$ cat src/design/i2c_target_pkg.sv
package i2c_target_pkg;

    // bus and register widths
    typedef logic [7:0]  byte_t;
    typedef logic [7:0]  reg_addr_t;
    typedef logic [15:0] config_word_t;
    typedef logic [2:0]  host_addr_t;

    //////////////////////////////
    // register map
    //////////////////////////////
    localparam int        CONFIG_WORDS = 4;
    localparam reg_addr_t ID_BASE      = 8'd8;
    localparam int        ID_COUNT     = 4;

    // identity bytes at addresses 8 to 11
    localparam byte_t ID_BYTES [ID_COUNT] = '{8'h10, 8'h20, 8'h30, 8'h40};

    localparam config_word_t CONFIG_RESET [CONFIG_WORDS] =
        '{16'h8095, 16'h031D, 16'h0000, 16'h0000};

    // any address above the identity bytes
    localparam byte_t UNMAPPED_READ = 8'hFF;

    //////////////////////////////
    // state machines
    //////////////////////////////
    typedef enum logic [2:0] {
        EN_IDLE,
        EN_CONTROL,
        EN_REG_ADDR,
        EN_WRITE_DATA,
        EN_WRITE_ACCESS,
        EN_READ_ACCESS,
        EN_READ_DATA,
        EN_WAIT_STOP
    } engine_state_e;

    typedef enum logic [2:0] {
        SH_IDLE,
        SH_RECV,
        SH_ACK,
        SH_SEND,
        SH_RELEASE
    } shifter_state_e;

endpackage
$ cat src/design/i2c_byte_shifter.sv
`timescale 1ns/1ps

module i2c_byte_shifter
    import i2c_target_pkg::*;
(
    input  logic  CLOCK,
    input  logic  RESET,
    input  logic  scl_rise,
    input  logic  scl_fall,
    input  logic  sda_level,
    input  logic  rx_go,
    input  logic  tx_go,
    input  byte_t tx_byte,
    input  logic  ack_enable,
    output byte_t rx_byte,
    output logic  bits_done,
    output logic  byte_done,
    output logic  sda_pull_low
);

    shifter_state_e state;
    byte_t          shift_reg;
    logic [3:0]     bit_cnt;

    // received byte stays in the shift register until the next go
    assign rx_byte = shift_reg;

    //////////////////////////////
    // control
    //////////////////////////////
    always_ff @(posedge CLOCK)
    begin
        if (RESET)
        begin
            state        <= SH_IDLE;
            bit_cnt      <= '0;
            bits_done    <= 1'b0;
            byte_done    <= 1'b0;
            sda_pull_low <= 1'b0;
        end
        else
        begin
            bits_done <= 1'b0;
            byte_done <= 1'b0;
            if (rx_go)
            begin
                state        <= SH_RECV;
                bit_cnt      <= '0;
                sda_pull_low <= 1'b0;
            end
            else if (tx_go)
            begin
                // msb goes on the line right away, scl is low here
                state        <= SH_SEND;
                bit_cnt      <= '0;
                sda_pull_low <= ~tx_byte[7];
            end
            else
            begin
                case (state)
                    SH_RECV:
                    begin
                        if (scl_rise && bit_cnt != 4'd8)
                        begin
                            bit_cnt   <= bit_cnt + 4'd1;
                            bits_done <= (bit_cnt == 4'd7);
                        end
                        else if (scl_fall && bit_cnt == 4'd8)
                        begin
                            // ack slot starts, engine decided by now
                            sda_pull_low <= ack_enable;
                            state        <= SH_ACK;
                        end
                    end
                    SH_ACK:
                    begin
                        if (scl_fall)
                        begin
                            sda_pull_low <= 1'b0;
                            byte_done    <= 1'b1;
                            state        <= SH_IDLE;
                        end
                    end
                    SH_SEND:
                    begin
                        if (scl_fall)
                        begin
                            if (bit_cnt == 4'd7)
                            begin
                                // bit 0 done, master owns the ack slot
                                sda_pull_low <= 1'b0;
                                byte_done    <= 1'b1;
                                state        <= SH_RELEASE;
                            end
                            else
                            begin
                                bit_cnt      <= bit_cnt + 4'd1;
                                sda_pull_low <= ~shift_reg[6];
                            end
                        end
                    end
                    SH_RELEASE:
                    begin
                        // end of the master ack slot
                        if (scl_fall)
                        begin
                            state <= SH_IDLE;
                        end
                    end
                    default:
                    begin
                        state <= SH_IDLE;
                    end
                endcase
            end
        end
    end

    //////////////////////////////
    // data path
    //////////////////////////////
    always_ff @(posedge CLOCK)
    begin
        if (tx_go)
        begin
            shift_reg <= tx_byte;
        end
        else if (state == SH_RECV && scl_rise && bit_cnt != 4'd8)
        begin
            shift_reg <= {shift_reg[6:0], sda_level};
        end
        else if (state == SH_SEND && scl_fall && bit_cnt != 4'd7)
        begin
            shift_reg <= {shift_reg[6:0], 1'b0};
        end
    end

    // line released whenever no byte is in progress
    assert property (@(posedge CLOCK) disable iff (RESET)
        state == SH_IDLE |-> !sda_pull_low);

endmodule

$ cat config.mk
export PLATFORM = sky130hd
export DESIGN_NAME = i2c_byte_shifter
export DESIGN_NICKNAME = d
export VERILOG_FILES = /design/src/design/i2c_target_pkg.sv /design/src/design/i2c_byte_shifter.sv
export SDC_FILE = /design/constraint.sdc
export NUM_CORES = 1
export LEC_CHECK = 0
export ABC_AREA = 1
export BUFFER_PORTS_ARGS = -buffer_cell sky130_fd_sc_hd__buf_4
export CORE_ASPECT_RATIO = 0.75
export CORE_MARGIN = 2
export CORE_UTILIZATION = 45
export DETAILED_ROUTE_END_ITERATION = 10
export GPL_TIMING_DRIVEN = 0
export MAX_ROUTING_LAYER = met4
export PLACE_DENSITY = 0.73
export SYNTH_ARGS = -nofsm -noshare
export SYNTH_HDL_FRONTEND = slang
export SYNTH_SLANG_ARGS = --single-unit
$ cat constraint.sdc
create_clock -name CLOCK -period 1.5 [get_ports CLOCK]
set_input_delay 0 -clock CLOCK [delete_from_list [all_inputs] [get_ports CLOCK]]
set_output_delay 0 -clock CLOCK [all_outputs]
set_load 0.1 [all_outputs]
==> reports/summary.txt, run 1 <==
# diodes: 0
post-synthesis xor/xnor area fraction: 0.00892
status: complete, no violations
post-DP HPWL: 1.72 mm
Worst Path Arrival: 1480 ps
Clock Pin Slew Worst Setup and Hold Paths: 100 ps
max-slew violation count: 0
max cap viols: 0
post-synth top area share: 0.245
Worst Tran Pin Value: 298 ps
detail-routed via count per cell: 5.25
number of remaining DRC errors: 0
largest fanout on the critical path: 5
number of cells on the worst hold path: 3
final cycle utilization of the critical path: 0.967
clk_lat worst skew: 300 ps
Final Hold Viols: 0
Syn. warnings: 0
die footprint: 2580 sq um
cell area after layout: 1410 sq um
GP Congestion: 0.842
core area: 2030 sq um
Final Power: 1200 uW
Worst setup SP type: flip-flop
synthesis-stage register bit count: 18
Fill cells: 167
post-synthesis sequential area ratio: 0.448
CP Data Required Time: 1530 ps
Synth Area in Compound Gates: 0.0599
H-tree depth: 1
GRT overflow: 0
Final WS setup: 49.3 ps
Pre-antenna DRT Iters: 5
synthesized area per cell: 7.56 sq um
initial antenna violation count: 0
Placement Rows: 14
Worst R2R Setup Slack: 50 ps
Power Dens Cells: 852 nW/um^2
top cells by area, synth: edfxtp_1, dfxtp_1, nand2_1
IO Pins: 27
first-pass GRT wire length: 3.78 mm
vias in the first global route: 877
pre-CTS WS: -311 ps
mux cell area share after synthesis: 0
most common cell after layout, fill and taps aside: nand2_1
Worst Hold Launch: tx_byte[7]
hold crit path type: input port to flip-flop
mapped cell area: 982 sq um
I/O Buffers: 25
Syn Nets: 148
DIE WIDTH: 57.9 microns
largest family of logic cells by synthesized area: simple AND/OR/NAND/NOR gates
drt wl/cell: 12.8 microns
Yosys top cell by area: edfxtp_1
final setup fails: 0
pin count of the biggest net entering global routing: 11
Final Critical Period: 1450 ps
layout cell share with drive strength beyond 1: 0.329
Die Height: 44.5 microns
relative slew slack: 0.800
VDD IR max: 0.583 mV
skew final: 1.57 ps
clock tree buffer depth: 2
# nets final: 193
Yosys cell types: 22
Synth Area in Adders: 0.0255
number of DRC markers in iteration 0: 50
setup TNS: 0 ps
R2R cell count: 5
type of the worst setup path: flip-flop to flip-flop
Root Driver: clkbuf_4
worst reg2reg startpoint: state[1]
CP Capture Type: flip-flop
starting density of the core: 0.483
Max Freq: 689 MHz
Detail Route Antenna Nets: 0
placed instance area: 1230 sq um
Hold WS: 30.9 ps
CTS tree: built
P&R area growth vs syn: 43.4%
commonest cells after routing, fill and taps aside: nand2_1, buf_4, inv_1
CTS Buf Count: 3
via count: 1035
worst flop-to-flop path endpoint: rx_byte[4]
Simple-Gate Fraction of Synth Area: 0.385
GRT Overall Usage: 0.206
leak pwr: 0.000650 uW
Routed Wire Length: 2.53 mm
Cells after Synth: 130
Hold EP: rx_byte[7]
clk sink count: 18
## routing by layer
layer,part of all wire,global-route usage
met1,0.43,0.255
met2,0.46,0.325
met3,0.078,0.0556
met4,0.028,0.0744
met5,0,-
## per-stage QoR
stage | util | instances
final | 0.693 | 197
after global routing | 0.693 | 197
after CTS | 0.675 | 194
after detailed placement | 0.604 | 179
after global placement | 0.604 | 179
after floorplan | - | 130
## flip-flops by register name (all words and copies together), names as in the netlist
name          count
rx_byte           8
bits_done         1
state             3
byte_done         1
bit_cnt           4
sda_pull_low      1
## critical path, cell delays in order (launching register included)
cell and delay, ps:
dfxtp_2 420, nand2_2 80, nor2_4 150, nand2_4 100, o211ai_1 230, buf_4 190
## synth_stat cells (all sizes together)
master / number
a21oi: 7
a31oi: 1
buf: 3
dfxtp: 10
edfxtp: 8
ha: 2
inv: 15
nand2: 49
nand3: 9
nand4: 7
nor2: 14
nor3: 1
o211ai: 1
o21ai: 2
xor2: 1
## layout make-up
cell class,instances,area [sq um],share of cell area
flip-flops and latches,18,452,0.321
well taps,24,30.0,0.0213
repair buffers,40,323,0.229
plain buffers,3,15.0,0.0107
multi-input cells,94,510,0.362
clock buffers,3,22.5,0.0160
inverters,15,56.3,0.0400
## kinds of logic after synthesis
logic type / Yosys count
buf+inv: 18
xor+xnor: 1
flops: 18
compound gates: 11
fa+ha+maj: 2
simple gates: 80
## what timing repair did
action | in CTS | in global routing
hold buffers | 9 | 0
endpoints found under the hold margin | 10 | 0
resized for setup | 3 | 4
endpoints found under the setup margin | 8 | 8
buffers inserted | 3 | 3
pin swaps | 2 | 2
gates cloned | 0 | 0
## power breakdown
part           internal (uW)  switching (uW)  total [uW]
logic                    115             276         391
clock network           93.8             152         246
registers                545            18.8         563
total                    754             447        1200
## how the worst max path moves through the flow
stage	endpoint	startpoint	slack, ps	cells after the start
after floorplan	rx_byte[0]	state[1]	-30	4
after global placement	rx_byte[7]	bit_cnt[3]	-260	4
after detailed placement	rx_byte[1]	bit_cnt[3]	-310	4
after CTS	rx_byte[2]	bit_cnt[0]	30	6
after global routing	rx_byte[4]	state[1]	-30	5
final	rx_byte[4]	state[1]	50	5
(Power assumes the default switching activity.)
==> inputs of run 2 (changes only) <==
--- a/config.mk
+++ b/config.mk
@@ -11,7 +11,6 @@
 export CORE_MARGIN = 2
 export CORE_UTILIZATION = 45
 export DETAILED_ROUTE_END_ITERATION = 10
-export GPL_TIMING_DRIVEN = 0
 export MAX_ROUTING_LAYER = met4
 export PLACE_DENSITY = 0.73
 export SYNTH_ARGS = -nofsm -noshare
==> reports/summary.txt, run 2 (synthesized netlist as in run 1, its figures left out) <==
setup TNS: 0 ps
P&R area growth vs syn: 37.3%
detail-routed via count per cell: 4.96
H-tree depth: 1
IO Pins: 27
clk_lat worst skew: 300 ps
Worst setup SP type: flip-flop
Hold EP: rx_byte[1]
post-DP HPWL: 1.72 mm
max-slew violation count: 0
via count: 947
final cycle utilization of the critical path: 0.955
I/O Buffers: 26
initial antenna violation count: 0
Final Hold Viols: 0
# nets final: 186
Power Dens Cells: 883 nW/um^2
drt wl/cell: 11.9 microns
Placement Rows: 14
clk sink count: 18
Worst Hold Launch: tx_byte[1]
first-pass GRT wire length: 3.74 mm
sequential power share: 0.475
Routed Wire Length: 2.27 mm
VDD IR max: 0.793 mV
CTS Buf Count: 3
Worst Tran Pin Value: 436 ps
worst reg2reg startpoint: bit_cnt[0]
GRT Overall Usage: 0.198
# diodes: 0
DIE WIDTH: 57.9 microns
core area: 2030 sq um
NetSw: 442 uW
commonest cells after routing, fill and taps aside: nand2_1, buf_4, inv_1
Root Driver: clkbuf_4
Sw Ratio: 0.371
number of cells on the worst hold path: 3
leak pwr: 0.000616 uW
most common cell after layout, fill and taps aside: nand2_1
die footprint: 2580 sq um
Largest register FFs: 8
largest fanout on the critical path: 8
GRT overflow: 0
CTS tree: built
CP Data Required Time: 1510 ps
R2R cell count: 6
type of the worst setup path: flip-flop to flip-flop
number of remaining DRC errors: 0
clock tree buffer depth: 2
hold crit path type: input port to flip-flop
starting density of the core: 0.483
Detail Route Antenna Nets: 0
pin count of the biggest net entering global routing: 16
GP Congestion: 0.869
Final Critical Period: 1430 ps
Worst R2R Setup Slack: 70 ps
Die Height: 44.5 microns
number of DRC markers in iteration 0: 25
relative slew slack: 0.709
vias in the first global route: 807
Max Freq: 698 MHz
Final WS setup: 67.7 ps
Comb pwr share: 0.316
max cap viols: 0
skew final: 10.9 ps
internal power: 749 uW
pre-CTS WS: 23.1 ps
layout cell share with drive strength beyond 1: 0.299
clock power share: 0.209
CP Capture Type: flip-flop
Worst Path Arrival: 1440 ps
Pre-antenna DRT Iters: 4
final setup fails: 0
Clock Pin Slew Worst Setup and Hold Paths: 90 ps
RSZ-0062 raised after global routing: no
Post CTS Setup Buffer Count: 0
status: complete, no violations
worst flop-to-flop path endpoint: rx_byte[0]
## run 2: changes by cell type in the layout (fill, tap and decap cells not counted), sizes merged
cell         previous run  this run
buf                    34        29
dlygate4sd3             9         7
clkinv                  0         1
## run 2: layer usage
layer / GRT usage / up-vias / routed length [microns] / share of wire
met1: 0.275 / 414 / 1070 / 0.47
li1: - / 495 / - / -
met3: 0.0556 / 2 / 165 / 0.073
met4: 0.0419 / 0 / 19 / 0.0084
met2: 0.289 / 36 / 1020 / 0.45
met5: - / - / 0 / 0
## run 2: power groups by stage
stage / clock (uW) / sequential, uW / combinational [uW]
5_1_grt: 278 / 570 / 399
3_5_place_dp: 0 / 578 / 360
2_1_floorplan: 0 / 745 / 95.7
3_3_place_gp: 0 / 576 / 354
4_1_cts: 252 / 567 / 374
6_report: 249 / 566 / 376
## run 2: worst max path at each step
stage / depth (start not counted) / endpoint / start / slack [ps]
2_1_floorplan: 4 / rx_byte[0] / state[1] / -30
3_3_place_gp: 6 / rx_byte[5] / bit_cnt[0] / 70
3_5_place_dp: 6 / rx_byte[5] / bit_cnt[0] / 20
4_1_cts: 6 / rx_byte[0] / bit_cnt[0] / 10
5_1_grt: 6 / rx_byte[1] / bit_cnt[0] / 6
6_report: 6 / rx_byte[0] / bit_cnt[0] / 70
## run 2: what timing repair did
item | CTS | global route
endpoints found under the setup margin | 0 | 9
gates resized for setup | 0 | 3
hold endpoints to repair | 8 | 0
hold buffers | 7 | 0
## run 2: through the flow
step	instance area, sq um	util	cells	hold WS, ps	total power (uW)
floorplan	1010	-	130	134	841
global placement	1240	0.611	180	232	931
detailed placement	1240	0.611	180	236	938
CTS	1340	0.659	191	6.06	1190
global route	1350	0.664	191	8.85	1250
finish	1350	0.664	191	1.92	1190
## run 2: critical path: stages, from the launching register on
cell and delay [ps]:
dfxtp_4 380, inv_1 70, ha_2 190, nand3_1 110
nand3_2 90, o211ai_1 100, buf_4 210
## run 2: final cells by class
type	instances	area [sq um]
fill	183	683
multi-input combinational	94	500
sequential	18	448
timing repair buffer	36	288
inverter	15	56.3
tap	24	30.0
clock buffer	3	22.5
clock inverter	1	3.75
==> inputs of run 3 (changes only) <==
==> constraint.sdc (replaced) <==
create_clock -name CLOCK -period 1.5 [get_ports CLOCK]
set_input_delay 0.3 -clock CLOCK [delete_from_list [all_inputs] [get_ports CLOCK]]
set_output_delay 0.3 -clock CLOCK [all_outputs]
set_load 0.1 [all_outputs]
==> reports/summary.txt, run 3 (synthesized netlist as in run 1, its figures left out) <==
Power Dens Cells: 909 nW/um^2
skew final: 0.925 ps
commonest cells after routing, fill and taps aside: nand2_1, buf_4, inv_1
RSZ-0062 raised after global routing: no
WP depth: 6
cell area after layout: 1290 sq um
post-CTS sizing: 0
Die Height: 44.5 microns
Worst R2R Setup Slack: 80 ps
Worst setup SP type: flip-flop
Crit path max-delay family: flip-flops
# nets final: 182
Detail Route Antenna Nets: 0
clock tree buffer depth: 2
pin count of the biggest net entering global routing: 11
H-tree depth: 1
Post CTS Setup Buffer Count: 0
core area: 2030 sq um
type of the worst setup path: flip-flop to flip-flop
Max Freq: 702 MHz
final setup fails: 0
number of remaining DRC errors: 0
initial antenna violation count: 0
Final Hold Viols: 0
WP buf/inv: 2
Worst Path Arrival: 1440 ps
worst path cell trace: inv_1 > ha_2 > nand3_1 > nand3_1 > o211ai_1 > buf_4
P&R area growth vs syn: 31.6%
Crit-path slowest cell: dfxtp_4
Clock Pin Slew Worst Setup and Hold Paths: 100 ps
Worst Tran Pin Value: 360 ps
worst flop-to-flop path endpoint: rx_byte[5]
detail-routed via count per cell: 5.14
post-DP HPWL: 1.78 mm
Final Critical Period: 1420 ps
Placement Rows: 14
starting density of the core: 0.483
cts hold-fix bufs: 0
Post-Place Cells: 183
R2R cell count: 6
DIE WIDTH: 57.9 microns
first-pass GRT wire length: 3.64 mm
non-filler cells in the finished layout: 186
placed instance area: 1260 sq um
number of DRC markers in iteration 0: 34
worst reg2reg startpoint: bit_cnt[0]
CP endpoint: rx_byte[5]
utilization after layout: 0.636
status: complete, no violations
leak pwr: 0.000598 uW
clk_lat worst skew: 300 ps
I/O Buffers: 26
Pre-antenna DRT Iters: 4
CP startpoint: bit_cnt[0]
# diodes: 0
layout cell share with drive strength beyond 1: 0.321
multi-input logic area: 495 sq um
critical path's most frequent cell: nand3_1
GRT overflow: 0
CP Data Required Time: 1520 ps
drt wl/cell: 12.2 microns
GRT Overall Usage: 0.194
Register Area: 448 sq um
CP peak stage delay: 380 ps
VDD IR max: 0.777 mV
relative slew slack: 0.759
largest fanout on the critical path: 8
CTS tree: built
Root Driver: clkbuf_4
CTS Buf Count: 3
max cap viols: 0
Final Power: 1170 uW
vias in the first global route: 843
Largest register FFs: 8
max-slew violation count: 0
most common cell after layout, fill and taps aside: nand2_1
final cycle utilization of the critical path: 0.949
GP Congestion: 0.871
via count: 956
Fill cells: 188
IO Pins: 27
die footprint: 2580 sq um
clk sink count: 18
CP Capture Type: flip-flop
hold crit path type: input port to flip-flop
Routed Wire Length: 2.26 mm
-- run 3: worst min-delay path by stage --
stage	start	endpoint	slack, ps	cells past startpoint
floorplan	RESET	state[0]	430	3
detailed placement	state[0]	byte_done	480	1
global placement	state[0]	byte_done	480	1
global route	RESET	state[0]	220	4
CTS	RESET	state[0]	220	4
finish	RESET	state[0]	220	4
-- run 3: final cells by class --
cell class,count,area share
Clock buffer,3,0.0174
Tap cell,24,0.0232
Timing Repair Buffer,32,0.186
Multi-Input combinational cell,94,0.383
Sequential cell,18,0.347
Inverter,15,0.0436
-- run 3: per-stage QoR --
step | hold slack, ps | setup WS [ps] | TNS [ps]
6_report | 223 | 76.0 | 0
5_1_grt | 217 | 2.84 | 0
4_1_cts | 219 | 25.2 | 0
3_5_place_dp | 485 | 30.9 | 0
3_3_place_gp | 477 | 76.9 | 0
2_1_floorplan | 434 | -31.0 | -248
-- run 3: worst min-delay path: stages --
cell     delay (ps)
buf_4            80
inv_1            30
nand2_1          50
inv_1            30
-- run 3: where the power goes --
| group | switching (uW) | internal [uW] | total [uW] |
|---|---|---|---|
| Clock | 150 | 93.7 | 244 |
| Combinational | 267 | 98.6 | 366 |
| Sequential | 18.6 | 546 | 565 |
-- run 3: per-layer routing --
metal | up-vias | track usage | wire length (microns)
li1 | 486 | - | -
met2 | 28 | 0.282 | 1020
met1 | 438 | 0.265 | 1100
met3 | 4 | 0.0526 | 127
met5 | - | - | 0
met4 | 0 | 0.0558 | 21
